**src/rtl/btc_pkg.sv**
```systemverilog
// sizes, vector types and request/response structs of the branch target cache
`default_nettype none

package btc_pkg;

    // ----------------------------------------------------------------------
    // sizes

    localparam int UPPER_PC_WIDTH   = 10;
    localparam int LOWER_PC_WIDTH   = 22;
    localparam int UPCT_ENTRIES     = 8;
    localparam int LOG_UPCT_ENTRIES = 3;
    localparam int BTB_SETS         = 64;
    localparam int BTB_TAG_WIDTH    = 8;

    // ----------------------------------------------------------------------
    // vector types

    typedef logic [UPPER_PC_WIDTH+LOWER_PC_WIDTH-1:0] pc_t;
    typedef logic [UPPER_PC_WIDTH-1:0]                upper_pc_t;
    typedef logic [LOWER_PC_WIDTH-1:0]                lower_pc_t;
    typedef logic [LOG_UPCT_ENTRIES-1:0]              upct_index_t;
    // one bit per inner node of the tree
    typedef logic [UPCT_ENTRIES-2:0]                  plru_bits_t;
    typedef logic [$clog2(BTB_SETS)-1:0]              btb_index_t;
    typedef logic [BTB_TAG_WIDTH-1:0]                 btb_tag_t;

    // ----------------------------------------------------------------------
    // structs

    typedef struct packed {
        logic valid;
        pc_t  pc;
    } lookup_req_t;

    // resolved taken branch
    typedef struct packed {
        logic valid;
        pc_t  pc;
        pc_t  target;
    } update_req_t;

    typedef struct packed {
        logic        valid;
        btb_tag_t    tag;
        lower_pc_t   lower;
        upct_index_t upct_index;
    } lower_entry_t;

    typedef struct packed {
        logic        valid;
        logic        hit;
        lower_pc_t   lower;
        upct_index_t upct_index;
    } lookup_result_t;

    typedef struct packed {
        logic valid;
        logic hit;
        pc_t  target;
    } pred_resp_t;

endpackage

`default_nettype wire

```
**src/rtl/plru_updater.sv**
```systemverilog
// tree pseudo-LRU victim select with new and touch path update, eight ways
`timescale 1ns/1ns
`default_nettype none

module plru_updater (
    input  btc_pkg::plru_bits_t  plru_in,
    input  logic                 new_valid,
    input  logic                 touch_valid,
    input  btc_pkg::upct_index_t touch_index,
    output btc_pkg::upct_index_t new_index,
    output btc_pkg::plru_bits_t  plru_out
);

    // victim walk with one bit per tree level
    logic                 victim_half;
    logic                 victim_quarter;
    logic                 victim_leaf;

    // path being updated
    btc_pkg::upct_index_t path_index;
    logic [2:0]           path_node1;
    logic [2:0]           path_node2;

    // ----------------------------------------------------------------------
    // victim search

    // root is node 0, children of n are 2n+1 and 2n+2
    assign victim_half    = plru_in[0];
    assign victim_quarter = plru_in[{2'b00, victim_half} + 3'd1];
    assign victim_leaf    = plru_in[{1'b0, victim_half, victim_quarter} + 3'd3];

    assign new_index = {victim_half, victim_quarter, victim_leaf};

    // ----------------------------------------------------------------------
    // path update

    // a new entry takes priority over a touch
    assign path_index = new_valid ? new_index : touch_index;

    assign path_node1 = {2'b00, path_index[2]} + 3'd1;
    assign path_node2 = {1'b0, path_index[2:1]} + 3'd3;

    always_comb begin
        plru_out = plru_in;
        if (new_valid || touch_valid) begin
            // point every node on the path away from this entry
            plru_out[0]          = ~path_index[2];
            plru_out[path_node1] = ~path_index[1];
            plru_out[path_node2] = ~path_index[0];
        end
    end

endmodule

`default_nettype wire

```
**src/rtl/upct.sv**
```systemverilog
// upper pc table with cam compare, one-cycle update pipeline and plru state
`timescale 1ns/1ns
`default_nettype none

module upct (
    input  logic                                                 CLK,
    input  logic                                                 nRST,
    input  logic                                                 update0_valid,
    input  btc_pkg::pc_t                                         update0_target,
    input  logic                                                 read_valid,
    input  btc_pkg::upct_index_t                                 read_index,
    output btc_pkg::upper_pc_t [btc_pkg::UPCT_ENTRIES-1:0]       upct_array,
    output btc_pkg::upct_index_t                                 update1_index
);

    // table next state
    btc_pkg::upper_pc_t [btc_pkg::UPCT_ENTRIES-1:0] next_upct_array;

    // replacement state
    btc_pkg::plru_bits_t                plru;
    btc_pkg::plru_bits_t                next_plru;
    logic                               plru_new_valid;
    btc_pkg::upct_index_t               plru_new_index;
    logic                               plru_touch_valid;
    btc_pkg::upct_index_t               plru_touch_index;

    // update stage 0
    btc_pkg::upper_pc_t                 update0_upper;
    logic [btc_pkg::UPCT_ENTRIES-1:0]   update0_match;

    // update stage 1
    logic                               update1_valid;
    btc_pkg::upper_pc_t                 update1_upper;
    logic [btc_pkg::UPCT_ENTRIES-1:0]   update1_match;
    logic                               update1_hit;
    btc_pkg::upct_index_t               update1_match_index;

    // ----------------------------------------------------------------------
    // registers

    always_ff @(posedge CLK or negedge nRST) begin
        if (!nRST) begin
            upct_array    <= '0;
            plru          <= '0;
            update1_valid <= 1'b0;
        end else begin
            upct_array    <= next_upct_array;
            plru          <= next_plru;
            update1_valid <= update0_valid;
        end
    end

    always_ff @(posedge CLK) begin
        update1_upper <= update0_upper;
        update1_match <= update0_match;
    end

    // ----------------------------------------------------------------------
    // update 0 compares against every entry

    assign update0_upper = update0_target[31 -: btc_pkg::UPPER_PC_WIDTH];

    always_comb begin
        for (int i = 0; i < btc_pkg::UPCT_ENTRIES; i++) begin
            update0_match[i] = (upct_array[i] == update0_upper);
        end
    end

    // ----------------------------------------------------------------------
    // update 1 picks the entry and arbitrates plru

    assign update1_hit = |update1_match;

    // lowest matching index wins
    always_comb begin
        update1_match_index = '0;
        for (int i = btc_pkg::UPCT_ENTRIES - 1; i >= 0; i--) begin
            if (update1_match[i]) begin
                update1_match_index = btc_pkg::upct_index_t'(i);
            end
        end
    end

    plru_updater u_plru (
        .plru_in     (plru),
        .new_valid   (plru_new_valid),
        .touch_valid (plru_touch_valid),
        .touch_index (plru_touch_index),
        .new_index   (plru_new_index),
        .plru_out    (next_plru)
    );

    always_comb begin
        next_upct_array  = upct_array;
        plru_new_valid   = 1'b0;
        plru_touch_valid = 1'b0;
        plru_touch_index = read_index;
        update1_index    = plru_new_index;

        if (update1_valid && update1_hit) begin
            // existing upper field, just keep it warm
            update1_index    = update1_match_index;
            plru_touch_valid = 1'b1;
            plru_touch_index = update1_match_index;
        end else if (update1_valid) begin
            // on a miss overwrite the victim
            next_upct_array[plru_new_index] = update1_upper;
            plru_new_valid                  = 1'b1;
        end else if (read_valid) begin
            plru_touch_valid = 1'b1;
        end
    end

endmodule

`default_nettype wire

```
**src/rtl/btb_lower_table.sv**
```systemverilog
// direct-mapped lower target table with delayed write of the upct pointer
`timescale 1ns/1ns
`default_nettype none

module btb_lower_table (
    input  logic                    CLK,
    input  logic                    nRST,
    input  btc_pkg::lookup_req_t    lookup,
    input  btc_pkg::update_req_t    update,
    input  btc_pkg::upct_index_t    update1_index,
    output btc_pkg::lookup_result_t result
);

    // entry storage
    btc_pkg::lower_entry_t [btc_pkg::BTB_SETS-1:0] entries;

    // lookup side
    btc_pkg::btb_index_t    lookup_set;
    btc_pkg::btb_tag_t      lookup_tag;
    btc_pkg::lower_entry_t  read_entry;

    // update side
    btc_pkg::btb_index_t    update0_set;
    btc_pkg::btb_tag_t      update0_tag;
    logic                   update1_valid;
    btc_pkg::btb_index_t    update1_set;
    btc_pkg::btb_tag_t      update1_tag;
    btc_pkg::lower_pc_t     update1_lower;
    btc_pkg::lower_entry_t  write_entry;

    // ----------------------------------------------------------------------
    // update pipeline

    // set from pc[7:2], tag from pc[15:8]
    assign update0_set = update.pc[7:2];
    assign update0_tag = update.pc[15:8];

    always_ff @(posedge CLK or negedge nRST) begin
        if (!nRST) begin
            update1_valid <= 1'b0;
        end else begin
            update1_valid <= update.valid;
        end
    end

    always_ff @(posedge CLK) begin
        update1_set   <= update0_set;
        update1_tag   <= update0_tag;
        update1_lower <= update.target[btc_pkg::LOWER_PC_WIDTH-1:0];
    end

    // pointer only known once upct has resolved the upper field
    always_comb begin
        write_entry.valid      = 1'b1;
        write_entry.tag        = update1_tag;
        write_entry.lower      = update1_lower;
        write_entry.upct_index = update1_index;
    end

    // ----------------------------------------------------------------------
    // table

    always_ff @(posedge CLK or negedge nRST) begin
        if (!nRST) begin
            entries <= '0;
        end else if (update1_valid) begin
            entries[update1_set] <= write_entry;
        end
    end

    // ----------------------------------------------------------------------
    // lookup read

    assign lookup_set = lookup.pc[7:2];
    assign lookup_tag = lookup.pc[15:8];
    assign read_entry = entries[lookup_set];

    always_comb begin
        result.valid      = lookup.valid;
        result.hit        = lookup.valid && read_entry.valid && (read_entry.tag == lookup_tag);
        result.lower      = read_entry.lower;
        result.upct_index = read_entry.upct_index;
    end

endmodule

`default_nettype wire

```
**src/rtl/target_assembler.sv**
```systemverilog
// response stage register, full target assembly and upct read touch
`timescale 1ns/1ns
`default_nettype none

module target_assembler (
    input  logic                                            CLK,
    input  logic                                            nRST,
    input  btc_pkg::lookup_result_t                         result,
    input  btc_pkg::upper_pc_t [btc_pkg::UPCT_ENTRIES-1:0]  upct_array,
    output btc_pkg::pred_resp_t                             pred,
    output logic                                            read_valid,
    output btc_pkg::upct_index_t                            read_index
);

    // response stage
    btc_pkg::lookup_result_t resp;

    // ----------------------------------------------------------------------
    // resp register

    always_ff @(posedge CLK or negedge nRST) begin
        if (!nRST) begin
            resp <= '0;
        end else begin
            resp <= result;
        end
    end

    // ----------------------------------------------------------------------
    // prediction out

    // upper field is read now, so a replacement in between shows through
    always_comb begin
        pred.valid  = resp.valid;
        pred.hit    = resp.hit;
        pred.target = {upct_array[resp.upct_index], resp.lower};
    end

    // touch used entry so it stays out of replacement
    assign read_valid = resp.valid && resp.hit;
    assign read_index = resp.upct_index;

endmodule

`default_nettype wire

```
**src/rtl/branch_target_cache.sv**
```systemverilog
// branch target cache top with lower table, upct and target assembler
`timescale 1ns/1ns
`default_nettype none

module branch_target_cache (
    input  logic                 CLK,
    input  logic                 nRST,
    input  btc_pkg::lookup_req_t lookup,
    input  btc_pkg::update_req_t update,
    output btc_pkg::pred_resp_t  pred
);

    btc_pkg::upper_pc_t [btc_pkg::UPCT_ENTRIES-1:0] upct_array;
    btc_pkg::upct_index_t                           update1_index;
    btc_pkg::lookup_result_t                        result;
    logic                                           read_valid;
    btc_pkg::upct_index_t                           read_index;

    // ----------------------------------------------------------------------
    // upper field storage

    upct u_upct (
        .CLK            (CLK),
        .nRST           (nRST),
        .update0_valid  (update.valid),
        .update0_target (update.target),
        .read_valid     (read_valid),
        .read_index     (read_index),
        .upct_array     (upct_array),
        .update1_index  (update1_index)
    );

    // ----------------------------------------------------------------------
    // per-branch lower bits

    btb_lower_table u_lower_table (
        .CLK           (CLK),
        .nRST          (nRST),
        .lookup        (lookup),
        .update        (update),
        .update1_index (update1_index),
        .result        (result)
    );

    // ----------------------------------------------------------------------
    // response

    target_assembler u_assembler (
        .CLK        (CLK),
        .nRST       (nRST),
        .result     (result),
        .upct_array (upct_array),
        .pred       (pred),
        .read_valid (read_valid),
        .read_index (read_index)
    );

endmodule

`default_nettype wire

```
**config.mk**
```make
export PLATFORM = sky130hd
export DESIGN_NAME = branch_target_cache
export DESIGN_NICKNAME = d
export VERILOG_FILES = /design/src/rtl/btc_pkg.sv /design/src/rtl/plru_updater.sv /design/src/rtl/upct.sv /design/src/rtl/btb_lower_table.sv /design/src/rtl/target_assembler.sv /design/src/rtl/branch_target_cache.sv
export SDC_FILE = /design/constraint.sdc
export NUM_CORES = 2
export LEC_CHECK = 0
export ABC_AREA = 1
export BUFFER_PORTS_ARGS = -buffer_cell sky130_fd_sc_hd__buf_2
export CORE_MARGIN = 2
export CORE_UTILIZATION = 43
export CTS_BUF_LIST = sky130_fd_sc_hd__clkbuf_16
export DETAILED_ROUTE_END_ITERATION = 8
export GPL_ROUTABILITY_DRIVEN = 0
export PLACE_DENSITY_LB_ADDON = 0.12
export SLEW_MARGIN = 25
export SYNTH_ARGS = -nofsm -noshare
export SYNTH_HDL_FRONTEND = slang
export SYNTH_SLANG_ARGS = --single-unit
```
**constraint.sdc**
```tcl
create_clock -name CLK -period 2.6 [get_ports CLK]
set_clock_uncertainty 0.2 [all_clocks]
set_input_delay 0.26 -clock CLK [delete_from_list [all_inputs] [get_ports CLK]]
set_output_delay 0.26 -clock CLK [all_outputs]
set_load 0.02 [all_outputs]
```
==> summary.txt <==
Yosys
  – Sequential share of the synthesized area: 0.563
  – Number of synthesis warnings: 0
  – Top_reg_cell synth: dfrtp_1
  – Mapped Area: 104000 µm²
  – FFs w/ async S/R, synth: 0.977
  – Register bit count reported by yosys: 2345
  – Count leader, synth: o21ai_0
  – Most frequent cells after synthesis: o21ai_0 (3105), nand2_1 (3073), dfrtp_1 (2291)
  – Post-synth EDFFs: 0
  – Syn_nets: 12561
  – Post-synth top area share: 0.552
  – Area leader, netlist: dfrtp_1
  – Post-synthesis average cell area: 8.34 µm²
  – Mapped Cells: 12451
  – Ranking of synthesized cells by area: dfrtp_1 (55%), o21ai_0 (15%), nand2_1 (11%)
  – Count of cell types in the netlist: 47

Detailed routing
  – Post-route ant nets: 0
  – DRC Markers: 0
  – Via count: 91016
  – Drt pass-1 iters: 6
  – WL per Instance: 24.1 µm
  – Initial DRC count: 10590
  – DRT Wirelength: 380000 µm
  – Vias/cell: 5.77

Setup path
  – Critical path type: reg2out
  – Critical path arrival: 2.40 ns
  – Max FO, Critical Path: 7
  – Critical Path RT: 2.14 ns
  – Worst setup EP type: primary output
  – CP startpoint kind: flop

Place
  – Hpwl dp: 221000 µm
  – Placed cell area: 111000 µm²
  – Setup WS pre-CTS: -0.176 ns
  – # port buffers: 97

Clocking
  – Clock Tree Buf Depth: 4
  – CTS buffer count: 283
  – TritonCTS Sinks: 2345
  – Root buffer cell: clkbuf_16
  – Clock transition at the registers of the reported paths: 0.06 ns
  – Worst skew pair latency: 0.95 ns
  – CTS tree: done
  – H-tree depth: 5

Layout
  – Fill cell count: 22529
  – NumNets Final: 12504
  – Post-route cell area: 121000 µm²
  – Layout area overhead: 17.0%
  – Final Util: 0.505
  – Layout cells sized above 1: 0.0935

Outcome
  – Failing checks: negative setup slack
  – Status: complete, but fails checks

Job
  – Max Cap Violations: 0

Pwr
  – Power per cell area: 805 nW/µm²
  – IR Drop Worst-Case VDD: 0.759 mV
  – Static leakage: 56.1 nW

Floorplan
  – Standard-cell rows: 180
  – Core Box Area: 240000 µm²
  – Die ar.: 245000 µm²
  – Starting Density: 0.432
  – # IOs: 134
  – Die width: 495 µm
  – Die Y: 495 µm

STA
  – Slew margin rel.: 0.409
  – Hold Fails Final Rpt: 0
  – Post-layout min period: 2.86 ns
  – Measured slew at the worst slew-check pin: 0.881 ns
  – Fmax: 0.349 GHz
  – Count of pins over their slew limit: 0
  – RSZ-0062 raised after global routing: true
  – Final worst slack: -0.262 ns
  – Setup violators final: 10
  – Final period utilization: 1.10
  – Hold WS: 0.124 ns

Global route
  – First-pass GRT wire length: 570000 µm
  – Largest net degree at the start of global routing: 124
  – Number of global-route vias before repair: 87121
  – Gr ovfl total: 0
  – Initial antenna violation count: 7
  – Tot GR Track Use: 0.306

Min path
  – Min-Delay Path Class: in2reg
==> per-stage QoR <==
stage	power, W	std cells	TNS [ns]
floorplan	0.0544	12451	0
global placement	0.0595	15165	-0.203
detailed placement	0.0601	15165	-0.254
CTS	0.0978	15772	-3.10
global route	0.103	15781	-3.92
finish	0.0978	15784	-2.27
==> sequential cells by signal (all words and copies together) (netlist names) <==
register	count
u_lower_table.entries	2176
u_assembler.read_index	3
u_lower_table.update1_tag	8
u_upct.update1_match	8
u_lower_table.update1_lower	22
u_lower_table.update1_valid	1
u_upct.plru	7
u_upct.upct_array	80
u_upct.update1_upper	10
u_assembler.pred	24
u_lower_table.update1_set	6
==> final cells by class <==
type                       instances  area, µm²  area share
antenna                            5       12.5    0.000103
clock buffer                     290       7260      0.0597
tap                             3185       3990      0.0328
timing repair buffer             812       9440      0.0777
clock inverter                   195       1300      0.0107
sequential                      2345      58400       0.481
multi-input combinational       8706      40100       0.330
inverter                         246        978     0.00806
==> routing by layer <==
layer  share of wire  wire length [µm]  global-route usage
met1            0.43            162000               0.424
met2            0.46            174000               0.486
met3           0.077             29300              0.0484
met4           0.039             14800               0.114
met5        0.000034                13                   0
==> power breakdown <==
part           total [W]  switching, W  internal [W]  leakage, nW
clock network     0.0374        0.0156        0.0218         4.45
registers         0.0451       0.00316        0.0420         30.9
logic             0.0153       0.00946       0.00589         20.7
==> cells in the final DEF (no fill, tap or decap), drive strengths merged, types with 8 or more instances in the layout <==
| master | n |
|---|---|
| nand2 | 3073 |
| nand4 | 10 |
| ha | 10 |
| a21oi | 142 |
| dfxtp | 54 |
| dlygate4sd3 | 114 |
| nor3 | 24 |
| bufinv | 17 |
| o22ai | 504 |
| o21ai | 3214 |
| clkinv | 138 |
| nor4 | 8 |
| dfrtp | 2291 |
| inv | 284 |
| a31oi | 10 |
| clkbuf | 295 |
| xor2 | 21 |
| nand3 | 549 |
| xnor2 | 16 |
| nor2 | 1082 |
| o31ai | 12 |
| buf | 693 |
==> cell families after synthesis <==
kind of cell,count (synthesis),share of synthesized area
xor gates and xnor gates,37,0.00312
adders and majority gates,10,0.00121
and+or+nand+nor,4759,0.181
buffers and inverters,1400,0.0571
DFF,2345,0.563
AOI/OAI and AO/OA,3900,0.195
==> path summary, 6_finish.rpt <==
kind / start / end / slack [ns] / cells after the start
max: u_assembler.read_index[0]$_DFF_PN0_ / pred[29] / -0.26 / 8
min: update[24] / u_upct.update1_match[0]$_DFF_P_ / 0.12 / 5
max reg2reg: u_upct.plru[0]$_DFFE_PN0P_ / u_lower_table.entries[748]$_DFFE_PN0P_ / 0.05 / 12
min reg2reg: u_lower_table.entries[781]$_DFFE_PN0P_ / u_lower_table.entries[781]$_DFFE_PN0P_ / 0.25 / 2
max in group asynchronous: nRST / u_lower_table.entries[157]$_DFFE_PN0P_ / 0.83 / 4
min in group asynchronous: nRST / u_lower_table.entries[1373]$_DFFE_PN0P_ / 0.60 / 4
==> worst max-delay path: stages (launching register included) <==
cell and delay (ns):
dfrtp_2 0.48, inv_6 0.09, buf_6 0.15, a21oi_2 0.13
o21ai_2 0.07, nand2_1 0.06, nor2_1 0.04, a31oi_1 0.24
buf_4 0.20
==> repair_timing <==
| action | 4_1_cts | 5_1_grt |
|---|---|---|
| pin swaps | 15 | 9 |
| endpoints found under the hold margin | 2373 | 0 |
| gates cloned | 3 | 4 |
| hold buffers | 114 | 0 |
| setup buffers | 5 | 4 |
| endpoints found under the setup margin | 10 | 54 |
| resized for setup | 53 | 32 |
Note: power is estimated with default switching activity, not from simulation.
